$ cat src/seg_pkg.sv
// widths, field types, beat structs and tkeep to mty conversion for the segment converter
package seg_pkg;

    // *******************************************************************
    // widths
    // *******************************************************************
    localparam int SEG_DW      = 32;                   // one egress segment
    localparam int SEGS_PER_CH = 2;                    // tid/tdest packing assumes 2
    localparam int ING_DW      = SEGS_PER_CH * SEG_DW; // ingress beat
    localparam int SEG_KW      = SEG_DW / 8;           // keep bits per segment
    localparam int MTY_W       = $clog2(SEG_KW);       // empty byte count
    localparam int XFER_ID_W   = 2;
    localparam int SEG_TID_W   = 3;

    typedef logic [ING_DW-1:0]       ing_data_t;
    typedef logic [ING_DW/8-1:0]     ing_keep_t;
    typedef logic [5:0]              ing_tid_t;        // {xfer_id, sop[1:0], eop[1:0]}
    typedef logic [6:0]              ing_tdest_t;      // {alt_id, seg_tid, err[1:0]}
    typedef logic [SEG_DW-1:0]       seg_data_t;
    typedef logic [XFER_ID_W-1:0]    xfer_id_t;
    typedef logic [SEG_TID_W-1:0]    seg_tid_t;
    typedef logic [MTY_W-1:0]        seg_mty_t;

    // *******************************************************************
    // beat structs
    // *******************************************************************
    typedef struct packed {
        ing_data_t  data;
        ing_keep_t  keep;
        ing_tid_t   tid;
        ing_tdest_t tdest;
    } ing_beat_t;

    // egress FIFO entry, keep already converted
    typedef struct packed {
        ing_data_t                   data;
        seg_mty_t [SEGS_PER_CH-1:0]  mty;
        logic [SEGS_PER_CH-1:0]      ena;
        ing_tid_t                    tid;
        ing_tdest_t                  tdest;
    } conv_beat_t;

    typedef struct packed {
        seg_data_t data;
        logic      ena;
        logic      sop;
        logic      eop;
        logic      err;
        seg_mty_t  mty;
    } seg_beat_t;

    typedef seg_beat_t [SEGS_PER_CH-1:0] ch_seg_t;

    // empty bytes above the highest kept byte, all-zero keep gives 0
    function automatic seg_mty_t keep_to_mty(input logic [SEG_KW-1:0] keep);
        seg_mty_t mty;
        mty = '0;
        for (int i = 0; i < SEG_KW; i++) begin
            if (keep[i]) mty = seg_mty_t'(SEG_KW - 1 - i); // highest set bit wins
        end
        return mty;
    endfunction

endpackage

$ cat src/seg_fifo.sv
// seg_fifo: synchronous first-word-fall-through FIFO with fill count and almost-full flag
module seg_fifo #(
    parameter int WIDTH    = 8,
    parameter int DEPTH    = 16,
    parameter int AF_LEVEL = DEPTH - 4
) (
    input  logic                       aclk,
    input  logic                       local_rstn,
    input  logic                       wr_en,
    input  logic [WIDTH-1:0]           wr_data,
    output logic                       full,
    input  logic                       rd_en,
    output logic [WIDTH-1:0]           rd_data,
    output logic                       rd_valid,
    output logic [$clog2(DEPTH+1)-1:0] fill,
    output logic                       almost_full
);

    localparam int PTR_W = $clog2(DEPTH);
    localparam int CNT_W = $clog2(DEPTH + 1);

    logic [WIDTH-1:0] mem [DEPTH];
    logic [PTR_W-1:0] wr_ptr;
    logic [PTR_W-1:0] rd_ptr;
    logic [CNT_W-1:0] count;
    logic             do_wr;
    logic             do_rd;

    assign do_wr    = wr_en & ~full;
    assign do_rd    = rd_en & rd_valid;
    assign full     = (count == CNT_W'(DEPTH));
    assign rd_valid = (count != '0);
    assign rd_data  = rd_valid ? mem[rd_ptr] : '0; // head reads zero while empty
    assign fill     = count;

    always_ff @(posedge aclk) begin
        if (do_wr) mem[wr_ptr] <= wr_data;
    end

    // *******************************************************************
    // pointers and occupancy
    // *******************************************************************
    always_ff @(posedge aclk) begin
        if (!local_rstn) begin
            wr_ptr      <= '0;
            rd_ptr      <= '0;
            count       <= '0;
            almost_full <= 1'b0;
        end else begin
            if (do_wr) begin
                wr_ptr <= (wr_ptr == PTR_W'(DEPTH - 1)) ? '0 : wr_ptr + 1'b1;
            end
            if (do_rd) begin
                rd_ptr <= (rd_ptr == PTR_W'(DEPTH - 1)) ? '0 : rd_ptr + 1'b1;
            end
            case ({do_wr, do_rd})
                2'b10:   count <= count + 1'b1;
                2'b01:   count <= count - 1'b1;
                default: count <= count;    // idle or simultaneous
            endcase
            almost_full <= (count >= CNT_W'(AF_LEVEL)); // one cycle behind fill
        end
    end

endmodule

$ cat src/seg_channel.sv
// seg_channel: ingress FIFO, keep conversion stage, egress FIFO and segment field unpacking
module seg_channel #(
    parameter int ING_DEPTH = 16,
    parameter int EGR_DEPTH = 16,
    parameter int MIN_FILL  = 4
) (
    input  logic                aclk,
    input  logic                local_rstn,
    input  logic                ing_valid,
    output logic                ing_ready,
    input  seg_pkg::ing_beat_t  ing_beat,
    input  logic                pop,
    output logic                ing_head_valid,
    output logic                ing_level_ok,
    output logic                egr_almost_full,
    output logic                seg_valid,
    input  logic                seg_ready,
    output seg_pkg::ch_seg_t    seg_out,
    output seg_pkg::xfer_id_t   head_xfer_id,
    output seg_pkg::xfer_id_t   head_alt_id,
    output seg_pkg::seg_tid_t   head_seg_tid
);

    localparam int ING_FILL_W = $clog2(ING_DEPTH + 1);
    localparam int EGR_AF     = EGR_DEPTH - 4;   // room for beats still in flight

    logic                    ing_full;
    seg_pkg::ing_beat_t      ing_head;
    logic [ING_FILL_W-1:0]   ing_fill;
    seg_pkg::conv_beat_t     conv_next;
    seg_pkg::conv_beat_t     conv_beat;
    logic                    conv_vld;
    seg_pkg::conv_beat_t     egr_head;

    logic [seg_pkg::SEGS_PER_CH-1:0] egr_sop;
    logic [seg_pkg::SEGS_PER_CH-1:0] egr_eop;
    logic [seg_pkg::SEGS_PER_CH-1:0] egr_err;

    // *******************************************************************
    // ingress buffer
    // *******************************************************************
    assign ing_ready = ~ing_full;

    seg_fifo #(
        .WIDTH    ($bits(seg_pkg::ing_beat_t)),
        .DEPTH    (ING_DEPTH),
        .AF_LEVEL (ING_DEPTH)
    ) ing_fifo (
        .aclk        (aclk),
        .local_rstn  (local_rstn),
        .wr_en       (ing_valid & ing_ready),
        .wr_data     (ing_beat),
        .full        (ing_full),
        .rd_en       (pop),
        .rd_data     (ing_head),
        .rd_valid    (ing_head_valid),
        .fill        (ing_fill),
        .almost_full ()
    );

    always_ff @(posedge aclk) begin
        if (!local_rstn) begin
            ing_level_ok <= 1'b0;
        end else begin
            ing_level_ok <= (ing_fill >= ING_FILL_W'(MIN_FILL));
        end
    end

    // *******************************************************************
    // keep conversion stage
    // *******************************************************************
    always_comb begin
        conv_next.data  = ing_head.data;
        conv_next.tid   = ing_head.tid;
        conv_next.tdest = ing_head.tdest;
        for (int seg = 0; seg < seg_pkg::SEGS_PER_CH; seg++) begin
            conv_next.mty[seg] = seg_pkg::keep_to_mty(
                ing_head.keep[seg*seg_pkg::SEG_KW +: seg_pkg::SEG_KW]);
            conv_next.ena[seg] = ing_head.keep[seg*seg_pkg::SEG_KW]; // lowest byte of segment
        end
    end

    always_ff @(posedge aclk) begin
        conv_beat <= conv_next;
    end

    always_ff @(posedge aclk) begin
        if (!local_rstn) begin
            conv_vld <= 1'b0;
        end else begin
            conv_vld <= pop;
        end
    end

    seg_fifo #(
        .WIDTH    ($bits(seg_pkg::conv_beat_t)),
        .DEPTH    (EGR_DEPTH),
        .AF_LEVEL (EGR_AF)
    ) egr_fifo (
        .aclk        (aclk),
        .local_rstn  (local_rstn),
        .wr_en       (conv_vld),
        .wr_data     (conv_beat),
        .full        (),
        .rd_en       (seg_ready),
        .rd_data     (egr_head),
        .rd_valid    (seg_valid),
        .fill        (),
        .almost_full (egr_almost_full)
    );

    // *******************************************************************
    // egress unpacking
    // *******************************************************************
    assign {head_xfer_id, egr_sop, egr_eop}     = egr_head.tid;   // matches source packing
    assign {head_alt_id, head_seg_tid, egr_err} = egr_head.tdest;

    always_comb begin
        for (int seg = 0; seg < seg_pkg::SEGS_PER_CH; seg++) begin
            seg_out[seg].data = egr_head.data[seg*seg_pkg::SEG_DW +: seg_pkg::SEG_DW];
            seg_out[seg].ena  = egr_head.ena[seg] & seg_valid;  // no ena without valid
            seg_out[seg].sop  = egr_sop[seg];
            seg_out[seg].eop  = egr_eop[seg];
            seg_out[seg].err  = egr_err[seg];
            seg_out[seg].mty  = egr_head.mty[seg];
        end
    end

endmodule

$ cat config.mk
export PLATFORM = sky130hd
export DESIGN_NAME = seg_channel
export DESIGN_NICKNAME = d
export VERILOG_FILES = /design/src/seg_pkg.sv /design/src/seg_fifo.sv /design/src/seg_channel.sv
export SDC_FILE = /design/constraint.sdc
export NUM_CORES = 2
export LEC_CHECK = 0
export ABC_AREA = 0
export BUFFER_PORTS_ARGS = -buffer_cell sky130_fd_sc_hd__clkbuf_2
export CORE_MARGIN = 8
export CORE_UTILIZATION = 34
export DETAILED_ROUTE_END_ITERATION = 10
export GPL_TIMING_DRIVEN = 1
export MAX_ROUTING_LAYER = met4
export PLACE_DENSITY = 0.53
export SLEW_MARGIN = 25
export SYNTH_ARGS = -nofsm -noshare
export SYNTH_HDL_FRONTEND = slang
export SYNTH_SLANG_ARGS = --single-unit
$ cat constraint.sdc
create_clock -name aclk -period 21.5 [get_ports aclk]
set_clock_uncertainty 0.15 [all_clocks]
set_input_delay 6.45 -clock aclk [delete_from_list [all_inputs] [get_ports aclk]]
set_output_delay 6.45 -clock aclk [all_outputs]
set_load 0.05 [all_outputs]
# Yosys cells after proc, flatten, opt, wreduce, memory -nomap -nowiden
# Memory sizes are Yosys's and may differ from the RTL's. A register that Yosys moved wholly into a read port is not among the register bits.
# Index checks and enable logic that the tools add are counted.
[totals]
wordCells = 76
regBits = 112
mem_bits_rw = 2688
n_memories = 2
output_inout_bits = 88
[memory_table]
columns = ["name", "words", "width", "read_ports", "rd_clocked_by_memory_dff", "write_ports", "line", "text"]
rows = [
  ["ing_fifo.mem", 16, 85, 1, 1, 1, "seg_fifo.sv:22", "logic [WIDTH-1:0] mem [DEPTH];"],
  ["egr_fifo.mem", 16, 83, 1, 1, 1, "seg_fifo.sv:22", ""],
]
[op_classes]
n_reduce_logical = 6
n_addsub = 8
mux = 22
order_cmp = 2
bitwise = 9
eq_ne = 10
[ops]
columns = ["operator", "count"]
rows = [
  ["$mux 83", 1],
  ["$mux 4", 8],
  ["$mux 21", 1],
  ["$pmux 5 s2", 2],
  ["$add 4x1->4 const B", 4],
  ["$eq 4x4->1 const B", 4],
  ["$add 5x1->5 const B", 2],
  ["$eq 5x5->1 const B", 2],
  ["$reduce_bool 5->1", 2],
  ["$sub 5x1->5 const B", 2],
  ["$mux 2", 4],
  ["$and 1x1->1", 7],
  ["$mux 1", 6],
  ["$ge 5x3->1 const B", 1],
  ["$ge 5x4->1 const B", 1],
  ["$eq 2x1->1 const B", 2],
  ["$eq 2x2->1 const B", 2],
  ["$reduce_bool 2->1", 2],
  ["$reduce_or 2->1", 2],
  ["$not 1->1", 2],
]

# Longest topological paths before layout
[depth]
word_depth = 6
depth_mapped = 15
depth_no_buf = 12

# Hierarchy
# A second synthesis with hierarchy kept.
[unflattened]
hier_cells = 4459
hier_area_um2 = 105578.8
[by_module_without_submodules]
columns = ["mod", "area_each_um2", "n_inst", "cells_each"]
rows = [
  ["seg_fifo at ing_fifo", 52475.3, 1, 2201],
  ["seg_fifo at egr_fifo", 51284.2, 1, 2157],
  ["seg_channel", 1819.2, 1, 101],
]

# Worst setup path after synthesis
# OpenSTA, ideal clock, no wires.
[synth_path]
kind = "input to register"
startpoint = "input port ing_valid"
endpoint = "memory ing_fifo.mem[1][0] in the netlist's numbering (enable)"
n_path_buf = 1
setup_slack_ns = 7.860
setup_time_ns = 0.633
required_ns = 20.717
cell_stages = 4
arrival_ns = 12.857
cell_sequence = "a21boi_0 -> clkbuf_1 -> nand2_1 -> nor3_1"
[synth_via]
elab_chain_cells = 4
[synth_lines]
columns = ["item", "line", "text"]
rows = [
  ["start, declared", "seg_channel.sv:9", "input logic ing_valid,"],
  ["$and 1x1->1", "seg_channel.sv:51", ".wr_en (ing_valid & ing_ready),"],
  ["$and 1x1->1", "seg_fifo.sv:29", "assign do_wr = wr_en & ~full;"],
  ["$mux 1", "seg_fifo.sv:37", "if (do_wr) mem[wr_ptr] <= wr_data;"],
  ["$mux 1 (not written as such)", "seg_fifo.sv:37", ""],
  ["end, declared", "seg_fifo.sv:22", ""],
]
# No other way between the ends.

==> reports/results.tsv <==
metric	value	unit
GPL Wtd Cong	0.7186	
die area	327800	µm²
max_slew headroom	28.54	%
core area	308600	µm²
status	complete, no violations	
register area share after synthesis	78.94	%
Hold-fix buffers, CTS	0	
Leak	36.88	nW
worst flop-to-flop path endpoint	conv_beat[49]	
1st-iter DRT viols	4337	
EDFF count, synth	2688	
Std-Cell Rows	204	
Worst path slowest cell	dfxtp_4	
later-pin clock latency in the skew report	860	ps
htree depth	5	
Layout Nets	4724	
io pins	178	
Reg2Reg Depth	6	
via count of the routed design	46010	
Worst Hold Path EP	egr_fifo.fill[3]	
fin crit share	56.39	%
fin crit period	12120	ps
leading cell types by count after synthesis	edfxtp_1, mux4_2, and2_1, clkbuf_1, dfxtp_1	
Clk pin slew, worst setup/hold paths	60	ps
asr flop ratio synth	0	%
Synth-to-Final Area Change	15.28	%
buffer depth of the longest clock path	4	
clock tree sinks	2808	
CP arrival	5520	ps
Root Driver	clkbuf_16	
Synth top area share	76.66	%
Main synth FF type	edfxtp_1	
Layout fillers	27000	
crit path kind	flop to output pin	
Min-Delay Path Class	flop to flop	
total track usage	16.09	%
hold_ws	358.6	ps
register bit total from synthesis	2808	
Least-Margin Pin Slew	1072	ps
crit end category	output pin	
crit-path cells	buf_4 > buf_6 > buf_4 > mux4_2 > mux4_2 > and2_1 > clkbuf_2	
CP Data Required Time	14900	ps
Fmax achieved	0.08249	GHz
Placed Cells	8437	
post-cts sizing count	0	
unrepaired setup endpoints after global routing	false	
slowest cell delay on critical path	900	ps
synth unique cells	45	
Power Density	121.1	nW/µm²
most frequent cell after synthesis	edfxtp_1	
Post-Syn Area	105300	µm²
fraction of layout cells with a size suffix above 1	32.80	%
Final setup viols	0	
post-synth top area cell	edfxtp_1	
Hold Path Stages	2	
GR Overflow Total	0	
Final Hold Viols	0	
worst reg2reg setup slack	16350	ps
Post-Syn Nets	4364	
number of standard cells after synthesis	4257	
Starting Density	34.12	%
DP HPWL	135500	µm
post-CTS setup buffers	0	
ANT nets after route	0	
Non-Filler Instances	9017	
die width	572.5	µm
final slew viol count	0	
initial antenna violation count	73	
largest net degree at the start of global routing	125	
Die Height	572.5	µm
maximum fanout along the worst path	46	
Avg Cell Area, Syn	24.74	µm²
routed wire length per instance	28.86	µm
min-delay src	egr_fifo.fill[3]	
setup TNS	0	ps
CTS tree	done	
fin util	39.34	%
DRC viols	0	
via/cell ratio	5.103	
Critical Path Source Type	flop	
router iterations before antenna repair	5	
largest cells by area after synthesis	edfxtp_1, mux4_2, dfxtp_1	
first-pass GRT wire length	369100	µm
yosys warns	0	
Detailed Route WL	260300	µm
Max-cap violations	0	
Max IR drop VDD	0.00007947	V
# port buffers	177	
vias in the first global route	48810	
cts bufs inserted	297	
Total Power	14.70	mW
metrics by stage:
step | worst slack, ps | area (µm²)
after floorplan | 7860 | 105300
after CTS | 8775 | 121200
after detailed placement | 9729 | 111600
final | 9377 | 121400
after global placement | 9789 | 111600
after global routing | 8836 | 121400
critical path, delay by kind of cell, from the launching register on:
family                 cells  cell delay [ps]
flip-flops                 1              900
AND/OR/NAND/NOR            1              190
multiplexers               2             1130
buffers and inverters      4             2290
registers in the layout, summed over array words and instances (netlist names), 4 cells and up, named ones only:
name and flops:
conv_beat 83, egr_fifo.wr_ptr 4, ing_fifo.fill 5, ing_fifo.mem 1360
egr_fifo.mem 1328, egr_fifo.rd_ptr 4, ing_fifo.rd_ptr 4, egr_fifo.fill 5
ing_fifo.wr_ptr 4
cell families (layout without fill, tap and decap cells):
group / count (synthesis) / after routing / share of synthesized area (%)
buffers and inverters: 231 / 822 / 0.9423
and+or+nand+nor: 294 / 294 / 1.552
adders and majority gates: 17 / 17 / 0.2020
other: 0 / 49 / 0
xor gates and xnor gates: 12 / 12 / 0.09981
DFF: 2808 / 2808 / 78.94
muxes: 841 / 841 / 17.94
AOI/OAI and AO/OA: 54 / 54 / 0.3267
worst max path at each step:
stage | slack (ps) | cells after the start | end | startpoint
2_1_floorplan | 7860 | 4 | ing_fifo.mem[1][0] | ing_valid
3_3_place_gp | 9790 | 7 | seg_out[48] | flop
3_5_place_dp | 9730 | 7 | seg_out[48] | flop
4_1_cts | 8780 | 7 | seg_out[48] | flop
5_1_grt | 8840 | 7 | seg_out[48] | flop
6_report | 9380 | 7 | seg_out[12] | flop
layout by cell type, fill, tap and decap left out, drive strengths merged, types with 20 or more instances in the layout:
cell,count
edfxtp,2688
mux4,837
clkbuf,564
and2,163
dfxtp,120
buf,103
clkinv,101
nor2,54
diode,49
nand2,24
bufinv,24
inv,20
final cells by class:
cell class	count	area [µm²]	area share (%)
diodes	49	122.6	0.1010
clock buffers	387	8160	6.723
clock inverters	143	1425	1.174
inverters	12	46.29	0.03814
multi-input cells	1218	21410	17.64
flip-flops and latches	2808	83150	68.50
well taps	4120	5155	4.247
repair buffers	280	1913	1.576
layer usage:
metal,track usage [%],vias up,wire length [µm]
li1,-,19060,-
met1,20.61,25500,109100
met2,26.00,1124,128600
met3,4.347,322,18250
met4,3.243,0,4296
met5,-,-,0
power breakdown:
part | switching [mW] | internal (mW) | total, mW
clock network | 2.08 | 2.97 | 5.05
logic | 1.73 | 1.22 | 2.95
registers | 0.311 | 6.40 | 6.71
total | 4.12 | 10.6 | 14.7
Power figures use the tool's default switching activity.
